## config.mk

```make
export PLATFORM = sky130hd
export DESIGN_NAME = cic_decimator
export DESIGN_NICKNAME = d
export VERILOG_FILES = /design/src/cic_pkg.sv /design/src/cic_decimator.sv /design/src/cic_comb_chain.sv /design/src/cic_integrator_chain.sv /design/src/cic_rate_control.sv
export SDC_FILE = /design/constraint.sdc
export NUM_CORES = 2
export LEC_CHECK = 0
export ABC_CLOCK_PERIOD_IN_PS = 26800
export BUFFER_PORTS_ARGS = -buffer_cell sky130_fd_sc_hd__buf_2
export CAP_MARGIN = 40
export CORE_AREA = 10 10 289 291
export CTS_CLUSTER_SIZE = 20
export DETAILED_ROUTE_END_ITERATION = 6
export DIE_AREA = 0 0 299 301
export GPL_TIMING_DRIVEN = 0
export PLACE_DENSITY = 0.65
export RECOVER_POWER = 50
export SKIP_LAST_GASP = 1
export SYNTH_ARGS = -nofsm -noshare
export SYNTH_HDL_FRONTEND = slang
export SYNTH_SLANG_ARGS = --single-unit
```

## constraint.sdc

```tcl
create_clock -name clock -period 26.8 [get_ports clock]
set_input_delay 0 -clock clock [delete_from_list [all_inputs] [get_ports clock]]
set_output_delay 0 -clock clock [all_outputs]
set_load 0.05 [all_outputs]
```

## src/cic_pkg.sv

```systemverilog
`default_nettype none

package cic_pkg;

	// ------------------------------------------------------------------------
	// widths and rate limits
	// ------------------------------------------------------------------------

	localparam int in_width        = 16;                        // input sample width
	localparam int out_width       = 16;                        // output sample width
	localparam int stages          = 4;                         // integrators, and combs
	localparam int max_rate_log2   = 8;                         // rate 256 at most
	localparam int growth          = stages * max_rate_log2;    // worst case bit growth
	localparam int acc_width       = in_width + growth;         // full precision, no pruning
	localparam int count_width     = max_rate_log2;             // counts 0 .. 255
	localparam int rate_code_width = 4;                         // codes 0 .. 15 on the port
	localparam int shift_width     = 6;                         // holds 0 .. growth

	// ------------------------------------------------------------------------
	// types
	// ------------------------------------------------------------------------

	typedef logic [rate_code_width-1:0] rate_log2_t;            // log2 of the rate

	typedef logic signed [acc_width-1:0] acc_t;                 // accumulator word

	// one sample on the input or the output stream
	// in_width and out_width are the same, so one type serves both sides
	typedef struct packed {
		logic                       valid;
		logic signed [in_width-1:0] data;
	} cic_sample_t;

	// rate write, valid for a single cycle
	typedef struct packed {
		logic       valid;
		rate_log2_t rate_log2;
	} rate_cfg_t;

	// full width value from the integrators into the combs
	typedef struct packed {
		logic valid;
		acc_t data;
	} acc_stream_t;

endpackage

`default_nettype wire
```

## src/cic_decimator.sv

```systemverilog
`timescale 1ns/10ps
`default_nettype none

module cic_decimator (
	input  wire                          clock,
	input  wire                          reset,
	input  wire cic_pkg::rate_cfg_t      cfg,
	input  wire cic_pkg::cic_sample_t    sample_in,
	output cic_pkg::cic_sample_t         sample_out
);

	import cic_pkg::*;

	logic                   flush;       // one cycle after a rate write
	logic [shift_width-1:0] shift;       // pre-shift for the current code
	logic                   dec_strobe;  // group of rate samples complete
	acc_stream_t            integ_out;   // decimated full width sum

	// ------------------------------------------------------------------------
	// rate register, counter and flush
	// ------------------------------------------------------------------------

	cic_rate_control i_rate_control (
		.clock      (clock),
		.reset      (reset),
		.cfg        (cfg),
		.in_valid   (sample_in.valid),
		.flush      (flush),
		.shift      (shift),
		.dec_strobe (dec_strobe)
	);

	// input rate section
	cic_integrator_chain i_integrator_chain (
		.clock      (clock),
		.reset      (reset),
		.flush      (flush),
		.shift      (shift),
		.dec_strobe (dec_strobe),
		.sample_in  (sample_in),
		.integ_out  (integ_out)
	);

	// decimated section, stages + 4 cycles after the completing input
	cic_comb_chain i_comb_chain (
		.clock      (clock),
		.reset      (reset),
		.flush      (flush),
		.integ_out  (integ_out),
		.sample_out (sample_out)
	);

endmodule

`default_nettype wire

```

## src/cic_comb_chain.sv

```systemverilog
`timescale 1ns/10ps
`default_nettype none

module cic_comb_chain (
	input  wire                          clock,
	input  wire                          reset,
	input  wire                          flush,
	input  wire cic_pkg::acc_stream_t    integ_out,
	output cic_pkg::cic_sample_t         sample_out
);

	import cic_pkg::*;

	acc_stream_t                 in_reg;      // captured decimated sum
	acc_t                        comb_out;    // last comb result
	logic                        comb_valid;  // comb_out just updated
	logic signed [out_width-1:0] rounded;     // top bits plus rounding bit

	// ------------------------------------------------------------------------
	// input capture
	// ------------------------------------------------------------------------

	always_ff @(posedge clock)
	begin
		if (reset || flush)
			in_reg <= '0;
		else
			in_reg <= integ_out;
	end

	// ------------------------------------------------------------------------
	// combs
	// ------------------------------------------------------------------------

	// differences ripple through in one cycle, all delay registers load together
	for (genvar i = 0; i < stages; i++)
	begin : g_comb
		acc_t comb_in;   // input of this comb
		acc_t prev;      // input seen at the previous decimated strobe
		acc_t diff;      // comb result

		if (i == 0)
		begin : g_first
			assign comb_in = in_reg.data;
		end
		else
		begin : g_next
			assign comb_in = g_comb[i-1].diff;
		end

		assign diff = comb_in - prev;

		always_ff @(posedge clock)
		begin
			if (reset || flush)
				prev <= '0;
			else if (in_reg.valid)
				prev <= comb_in;
		end
	end

	always_ff @(posedge clock)
	begin
		if (reset || flush)
		begin
			comb_out   <= '0;
			comb_valid <= 1'b0;
		end
		else
		begin
			comb_valid <= in_reg.valid;
			if (in_reg.valid)
				comb_out <= g_comb[stages-1].diff;
		end
	end

	// ------------------------------------------------------------------------
	// rounding and output register
	// ------------------------------------------------------------------------

	// round half up on the first dropped bit
	assign rounded = comb_out[acc_width-1 -: out_width]
		+ out_width'(comb_out[acc_width-out_width-1]);

	always_ff @(posedge clock)
	begin
		if (reset || flush)
			sample_out <= '0;
		else
		begin
			sample_out.valid <= comb_valid;         // single cycle per output
			if (comb_valid)
				sample_out.data <= rounded;         // data holds between outputs
		end
	end

endmodule

`default_nettype wire

```

## src/cic_integrator_chain.sv

```systemverilog
`timescale 1ns/10ps
`default_nettype none

module cic_integrator_chain (
	input  wire                              clock,
	input  wire                              reset,
	input  wire                              flush,
	input  wire [cic_pkg::shift_width-1:0]   shift,
	input  wire                              dec_strobe,
	input  wire cic_pkg::cic_sample_t        sample_in,
	output cic_pkg::acc_stream_t             integ_out
);

	import cic_pkg::*;

	acc_t              wide_in;      // sign extended input sample
	acc_t              pre_data;     // pre-shifted sample, first integrator input
	logic [stages-1:0] stage_valid;  // bit i enables integrator i
	logic [stages-1:0] dec_pipe;     // decimation strobe, delayed with the data

	// ------------------------------------------------------------------------
	// pre-shift
	// ------------------------------------------------------------------------

	assign wide_in = acc_t'(signed'(sample_in.data));

	always_ff @(posedge clock)
	begin
		if (reset)
			pre_data <= '0;
		else if (sample_in.valid)
			pre_data <= wide_in <<< shift;   // shift already follows the new code
		else if (flush)
			pre_data <= '0;
	end

	// valid pipeline, a stage advances only when a real sample reaches it
	always_ff @(posedge clock)
	begin
		if (reset)
			stage_valid <= '0;
		else if (flush)
			stage_valid <= {{(stages - 1){1'b0}}, sample_in.valid};
		else
			stage_valid <= {stage_valid[stages-2:0], sample_in.valid};
	end

	// ------------------------------------------------------------------------
	// integrators
	// ------------------------------------------------------------------------

	for (genvar i = 0; i < stages; i++)
	begin : g_integ
		acc_t addend;   // previous stage sum, or the pre-shift register
		acc_t sum;      // running sum, wraps modulo 2**acc_width

		if (i == 0)
		begin : g_first
			assign addend = pre_data;
		end
		else
		begin : g_next
			assign addend = g_integ[i-1].sum;
		end

		always_ff @(posedge clock)
		begin
			if (reset || flush)
				sum <= '0;
			else if (stage_valid[i])
				sum <= sum + addend;
		end
	end

	// strobe comes one cycle after the last input, the sum needs stages more
	always_ff @(posedge clock)
	begin
		if (reset || flush)
			dec_pipe <= '0;
		else
			dec_pipe <= {dec_pipe[stages-2:0], dec_strobe};
	end

	assign integ_out.valid = dec_pipe[stages-1];
	assign integ_out.data  = g_integ[stages-1].sum;

endmodule

`default_nettype wire

```

## src/cic_rate_control.sv

```systemverilog
`timescale 1ns/10ps
`default_nettype none

module cic_rate_control (
	input  wire                              clock,
	input  wire                              reset,
	input  wire cic_pkg::rate_cfg_t          cfg,
	input  wire                              in_valid,
	output logic                             flush,
	output logic [cic_pkg::shift_width-1:0]  shift,
	output logic                             dec_strobe
);

	import cic_pkg::*;

	rate_log2_t rate_log2;                  // clamped code in use
	rate_log2_t cfg_clamped;                // code on the port, limited to the max
	logic [count_width-1:0] count;          // input valids in the current group
	logic [count_width:0]   rate_value;     // 2**rate_log2, one bit wider for 256
	logic [count_width-1:0] last_count;     // count value of the last sample in a group

	// ------------------------------------------------------------------------
	// rate register
	// ------------------------------------------------------------------------

	// codes above the max behave as the max
	assign cfg_clamped = (cfg.rate_log2 > max_rate_log2) ?
		rate_log2_t'(max_rate_log2) : cfg.rate_log2;

	always_ff @(posedge clock)
	begin
		if (reset)
			rate_log2 <= rate_log2_t'(max_rate_log2);   // slowest rate out of reset
		else if (cfg.valid)
			rate_log2 <= cfg_clamped;
	end

	// flush the datapath in the cycle after a write
	always_ff @(posedge clock)
	begin
		if (reset)
			flush <= 1'b0;
		else
			flush <= cfg.valid;
	end

	// gain normalization
	// chain gain is 2**(stages*k), so the pre-shift makes up the rest of growth
	assign shift = shift_width'(growth - stages * rate_log2);

	// ------------------------------------------------------------------------
	// sample counter
	// ------------------------------------------------------------------------

	assign rate_value = (count_width + 1)'(1) << rate_log2;
	assign last_count = count_width'(rate_value - 1'b1);    // 255 at code 8, 0 at code 0

	always_ff @(posedge clock)
	begin
		if (reset)
		begin
			count      <= '0;
			dec_strobe <= 1'b0;
		end
		else if (cfg.valid)
		begin
			// a write restarts the group, a sample in this cycle is dropped
			count      <= '0;
			dec_strobe <= 1'b0;
		end
		else if (in_valid)
		begin
			if (count == last_count)
			begin
				count      <= '0;
				dec_strobe <= 1'b1;     // group complete
			end
			else
			begin
				count      <= count + 1'b1;
				dec_strobe <= 1'b0;
			end
		end
		else
			dec_strobe <= 1'b0;         // one cycle wide
	end

endmodule

`default_nettype wire

```

### Word level (Yosys, flattened, before mapping)

Cells that the tools add are included.

| storage, ports and cells | value |
|---|---|
| output and inout bits | 17 |
| register bits | 569 |

| operators by class | value |
|---|---|
| reduce and logical (&&, ||, !) cells | 5 |
| add/sub/neg operators | 12 |
| multiplexer cells | 5 |
| equal/unequal tests | 1 |
| magnitude comparators | 1 |
| shifts and indexed selects | 2 |
| bitwise operators | 1 |

Operators by type and width:

| operator | count |
|---|---|
| $add A48 B48 Y48 | 4 |
| $sub A48 B48 Y48 | 4 |
| $mux W48 | 2 |
| $sshl A16 B6 Y48 | 1 |
| $add A16 B1 Y16 | 1 |
| $add A8 B1 Y8 const B | 1 |
| $eq A8 B8 Y1 | 1 |
| $mux W8 | 1 |
| $shl A1 B4 Y8 const A | 1 |
| $sub A8 B1 Y8 const B | 1 |
| $sub A6 B6 Y6 const A | 1 |
| $gt A4 B4 Y1 const B | 1 |
| $mux W4 | 1 |
| $reduce_or A2 Y1 | 2 |
| $reduce_or A3 Y1 | 1 |
| $reduce_bool A2 Y1 | 1 |
| $logic_or A1 B1 Y1 | 1 |
| $mux W1 | 1 |
| $not A1 Y1 | 1 |

### Longest topological paths before layout

| logic depth | value |
|---|---|
| word-level depth | 4 |
| gate-level depth with buffers | 47 |
| depth with buffers taken out | 47 |

### By module

A second synthesis with hierarchy kept.

| unflattened totals | value |
|---|---|
| cell total of the unflattened synthesis | 5006 |
| area, all modules | 40535.1 um^2 |

By module, submodules not included:

| module | times used | cells each | seq. area each (um^2) | area an instance (um^2) |
|---|---|---|---|---|
| cic_integrator_chain | 1 | 2591 | 4964.8 | 20352.0 |
| cic_comb_chain | 1 | 2284 | 5525.3 | 19097.1 |
| cic_rate_control | 1 | 131 | 280.3 | 1086.0 |

### Least setup slack after synthesis

No wires, ideal clock.

| path | value |
|---|---|
| kind | flip-flop to flip-flop |
| start point | reg i_comb_chain.in_reg (netlist bit i_comb_chain.g_comb[0].comb_in[0]) |
| end point | reg i_comb_chain.comb_out[41] |
| stages on the path, launching flop included | 44 |
| path buffers | 0 |
| setup time | 0.117 ns |
| slack | 18.252 ns |
| arrival | 8.430 ns |
| cells stage by stage | dfxtp_1 -> inv_1 -> ha_1 -> inv_1 -> fa_1 -> a21o_1 -> a21oi_1 -> o21bai_1 -> a21oi_1 -> o21bai_1 -> a21oi_1 -> xnor2_1 -> ha_1 -> and3_2 -> o211ai_1 -> nand2_1 -> a21oi_1 -> o21ai_1 -> [... 8 more ...] -> a21oi_1 -> a21o_1 -> a21o_1 -> a221oi_1 -> xnor2_1 -> ha_1 -> a21o_1 -> a21o_1 -> a21o_1 -> a21o_1 -> a21o_1 -> a221oi_1 -> nand2_1 -> a311oi_1 -> nand2b_1 -> a211oi_1 -> or3_1 -> a32o_1 |

| between the ends | value |
|---|---|
| cells in the longest elaborated chain, start to end | 4 |

RTL lines:

| item | line | text |
|---|---|---|
| start: declaration | cic_comb_chain.sv:14 | `acc_stream_t in_reg;` |
| start signal: assignment | cic_comb_chain.sv:28 | `in_reg <= integ_out;` |
| $sub A48 B48 Y48 | cic_comb_chain.sv:51 | `assign diff = comb_in - prev;` |
| via i_comb_chain.g_comb[0].diff[8] | cic_comb_chain.sv:40 | `acc_t diff;` |
| $sub A48 B48 Y48 | cic_comb_chain.sv:51 |  |
| via i_comb_chain.g_comb[1].diff[21] | cic_comb_chain.sv:40 |  |
| $sub A48 B48 Y48 | cic_comb_chain.sv:51 |  |
| via i_comb_chain.g_comb[2].diff[29] | cic_comb_chain.sv:40 |  |
| $sub A48 B48 Y48 | cic_comb_chain.sv:51 |  |
| end signal: assignment | cic_comb_chain.sv:73 | `comb_out <= g_comb[stages-1].diff;` |
| end: declaration | cic_comb_chain.sv:15 | `acc_t comb_out;` |

The timed path passes the listed nets, and every way through them passes these cells.
A chain may end at the register's enable or synchronous reset.

### Worst setup path in the final report

Ends and elaborated chain as after synthesis.

==> impl_metrics.yaml <==
status:
  status: "finished clean"
logic_synthesis:
  synthesis.nets: 5057
  yosysTopAreaCellShare_pct: 28.0
  synth_top_area_cell: "dfxtp_1"
  avgSynthCellArea_um2: 8.31
  synth_edf_count: 0
  yosys_warnings: 0
  ys_top_cells_by_area: "dfxtp_1 28%, ha_1 13%, mux2i_1 8.5%"
  yosysSeqAreaShare_pct: 28.0
  syn_inst: 4627
  syn_area_mm2: 0.0385
  synth.ff_latch_count: 538
  async_flop_share_pct: 0
  synth-main-ff-cell: "dfxtp_1"
  synthDistinctLibCells: 108
pwr:
  pwr-share-clk_pct: 40.2
  power_density_mw_per_mm2: 53.9
  pwr-share-seq_pct: 35.5
  swShare_pct: 30.5
  power.total_mw: 2.30
  ir_drop_v: 0.0000383
  p_int_mw: 1.59
  power_leakage_nw: 18.5
  comb_power_share_pct: 24.3
  p_switching_mw: 0.701
timing:
  max_freq_mhz: 103
  period_share_pct: 36.3
  hold_ws_ps: 45.0
  clock_skew_ps: 24.2
  worstMarginPinSlew_ps: 1010
  final.min_clock_period_ps: 9730
  final_hold_viol_count: 0
  worst_slack_ps: 17070
  fin_tns_setup_ps: 0
  finalSetupViolations: 0
  report.final.slew_viol_count: 0
  slew-limit-headroom_pct: 32.5
  rsz0062_at_grt: "no"
clocking:
  postCtsResizedCells: 0
  insertion_delay_ps: 610
  cts_buffers: 66
  cts_tree: "built"
  cts.sinks: 538
  clockBufferDepth: 3
  htree_levels: 3
  clk_pin_slew_worst_paths_ps: 60
  cts_root_buffer: "clkbuf_16"
worst_setup_path:
  cp_max_fo: 7
  worstPathRequired_ps: 27300
  end_kind: "flip-flop"
  critical_path_class: "flip-flop to flip-flop"
  arrival_ps: 10240
  worstPathBufferInverterCount: 3
  crit_family: "compound AO/OA/AOI/OAI gates"
  cpPeakStageDelay_ps: 560
  r2r_slack_ps: 17070
  crit_slowest_cell: "a311oi_1"
  startpoint_type: "flip-flop"
  crit_top_cell: "a21o_1"
drt:
  via_count: 31800
  routed_wl_um: 97000
  drc: 0
  antenna_left: 0
  viasPerCell: 5.42
  first_iter_violations: 1438
  dr.pass1.iters: 5
  routedWlPerCell_um: 16.5
die:
  die_h_um: 301
  initial_utilization_pct: 49.7
  dieWidth_um: 299
  dieArea_mm2: 0.0900
  core_area_mm2: 0.0773
  num_rows: 102
  io_pins: 41
flow_run:
  drv_cap: 0
global_route:
  grt_pass1_wl_um: 159000
  gr-total-overflow: 0
  track_usage_pct: 21.2
  grt_pass1_vias: 31000
  grt_max_degree: 19
  antenna_found_initial: 3
placement:
  gp_congestion: 0.941
  hpwl_um: 78000
  pre_cts_slack_ps: 17030
  port_buffers: 38
final_layout:
  diodes: 0
  reg_top3: "i_comb_chain.g_comb.prev x192, i_integrator_chain.g_integ.sum x192"
  nNetsFinal: 5208
  area_delta_synth_final_pct: 10.7
  drive_gt1_share_pct: 4.76
worst_hold_path:
  hold_path_class: "primary input to flip-flop"
[Yosys cell counts (14+ instances only)]
master,instances
nand3_1,69
nand4_1,45
and2_1,71
ha_1,398
or3_1,20
o211ai_1,19
a21o_1,246
o22ai_1,16
nor2_1,602
xor2_1,134
a22oi_1,39
nand2_1,213
o21bai_1,66
o21ai_0,158
a31oi_1,45
nand2b_1,45
and3_1,37
a21oi_1,372
buf_1,36
dfxtp_1,538
a211oi_1,50
o31ai_1,15
o21ai_1,25
xnor2_1,216
nand3b_1,14
inv_1,296
nor2b_1,56
nor3_1,44
o21a_1,44
mux2i_1,326
clkbuf_1,128
[final cells by class]
cell class | instances | area, um^2
fill | 7274 | 34800
multi-input combinational | 3624 | 25900
sequential | 538 | 10800
clock buffer | 86 | 1880
tap | 1040 | 1300
inverter | 297 | 1110
buffer | 168 | 651
timing repair buffer | 83 | 572
clock inverter | 31 | 377
[routing by layer]
layer / vias up / global-route usage, % / routed length, um
li1: 16800 / - / -
met1: 14400 / 25.1 / 43600
met2: 447 / 38.2 / 46900
met3: 183 / 2.62 / 2660
met4: 0 / 8.59 / 3870
met5: - / 0 / 0
[worst reg2reg max path: cells and delay by family (launching register included)]
kind            cells  cell delay (ps)
compound gates     25             5600
fa+ha+maj           5             1470
simple gates        9             1410
xor+xnor            3              580
flops               1              310
buf+inv             3              290
[stage by stage]
stage	util [%]	instance area [um^2]	std cells
after floorplan	-	38500	4627
after global placement	51.7	39900	5705
after detailed placement	52.1	40300	5730
after CTS	55.2	42700	5867
after global routing	55.0	42600	5867
final	55.0	42600	5867
[final timing paths]
kind | end | from | cells past startpoint
hold / removal | i_integrator_chain.g_integ[0].addend[22] | sample_in[10] | 6
setup / recovery | i_comb_chain.comb_out[41] | i_comb_chain.g_comb[0].comb_in[0] | 45
hold reg to reg | i_integrator_chain.dec_pipe[2] | i_integrator_chain.dec_pipe[1] | 1
setup reg to reg | i_comb_chain.comb_out[41] | i_comb_chain.g_comb[0].comb_in[0] | 45
[placed cells by master, fill, tap and decap left out, types with 12 or more instances in the layout]
master,netlist,final
o31ai_1,15,16
nand3b_1,14,14
clkbuf_8,1,13
nand2b_1,45,45
a31oi_1,45,45
nor2_1,602,602
buf_2,1,22
a21o_1,246,246
clkbuf_1,128,169
ha_1,398,398
o211ai_1,19,19
o21bai_1,66,66
a211oi_1,50,50
and2_0,2,20
o21ai_1,25,24
mux2i_1,326,326
and2_1,71,53
inv_1,296,296
nand4_1,45,45
dfxtp_1,538,538
or3_1,20,20
buf_1,36,32
clkinv_2,0,12
xor2_1,134,134
a21oi_1,372,372
clkbuf_16,0,67
nand3_1,69,69
o21ai_0,158,159
a22oi_1,39,39
and3_1,37,37
nor2b_1,56,56
o21a_1,44,44
nand2_1,213,213
dlygate4sd3_1,0,20
xnor2_1,216,216
o22ai_1,16,16
nor3_1,44,44
[power groups by stage]
stage	Clock, mW	Combinational (mW)	Sequential, mW
floorplan	0	0.420	0.829
global placement	0	0.547	0.833
detailed placement	0	0.556	0.833
CTS	0.941	0.562	0.815
global route	0.974	0.620	0.816
finish	0.922	0.559	0.815
[what timing repair did]
action	in CTS	in global routing
hold endpoints to repair	30	0
buffers inserted	0	0
hold buffers	20	0
[logic make-up after synthesis]
family          synth area share (%)
flops                           28.0
compound gates                  21.4
simple gates                    15.5
fa+ha+maj                       13.4
mux                             8.98
xor+xnor                        8.12
buf+inv                         4.62
(Power assumes the default switching activity.)
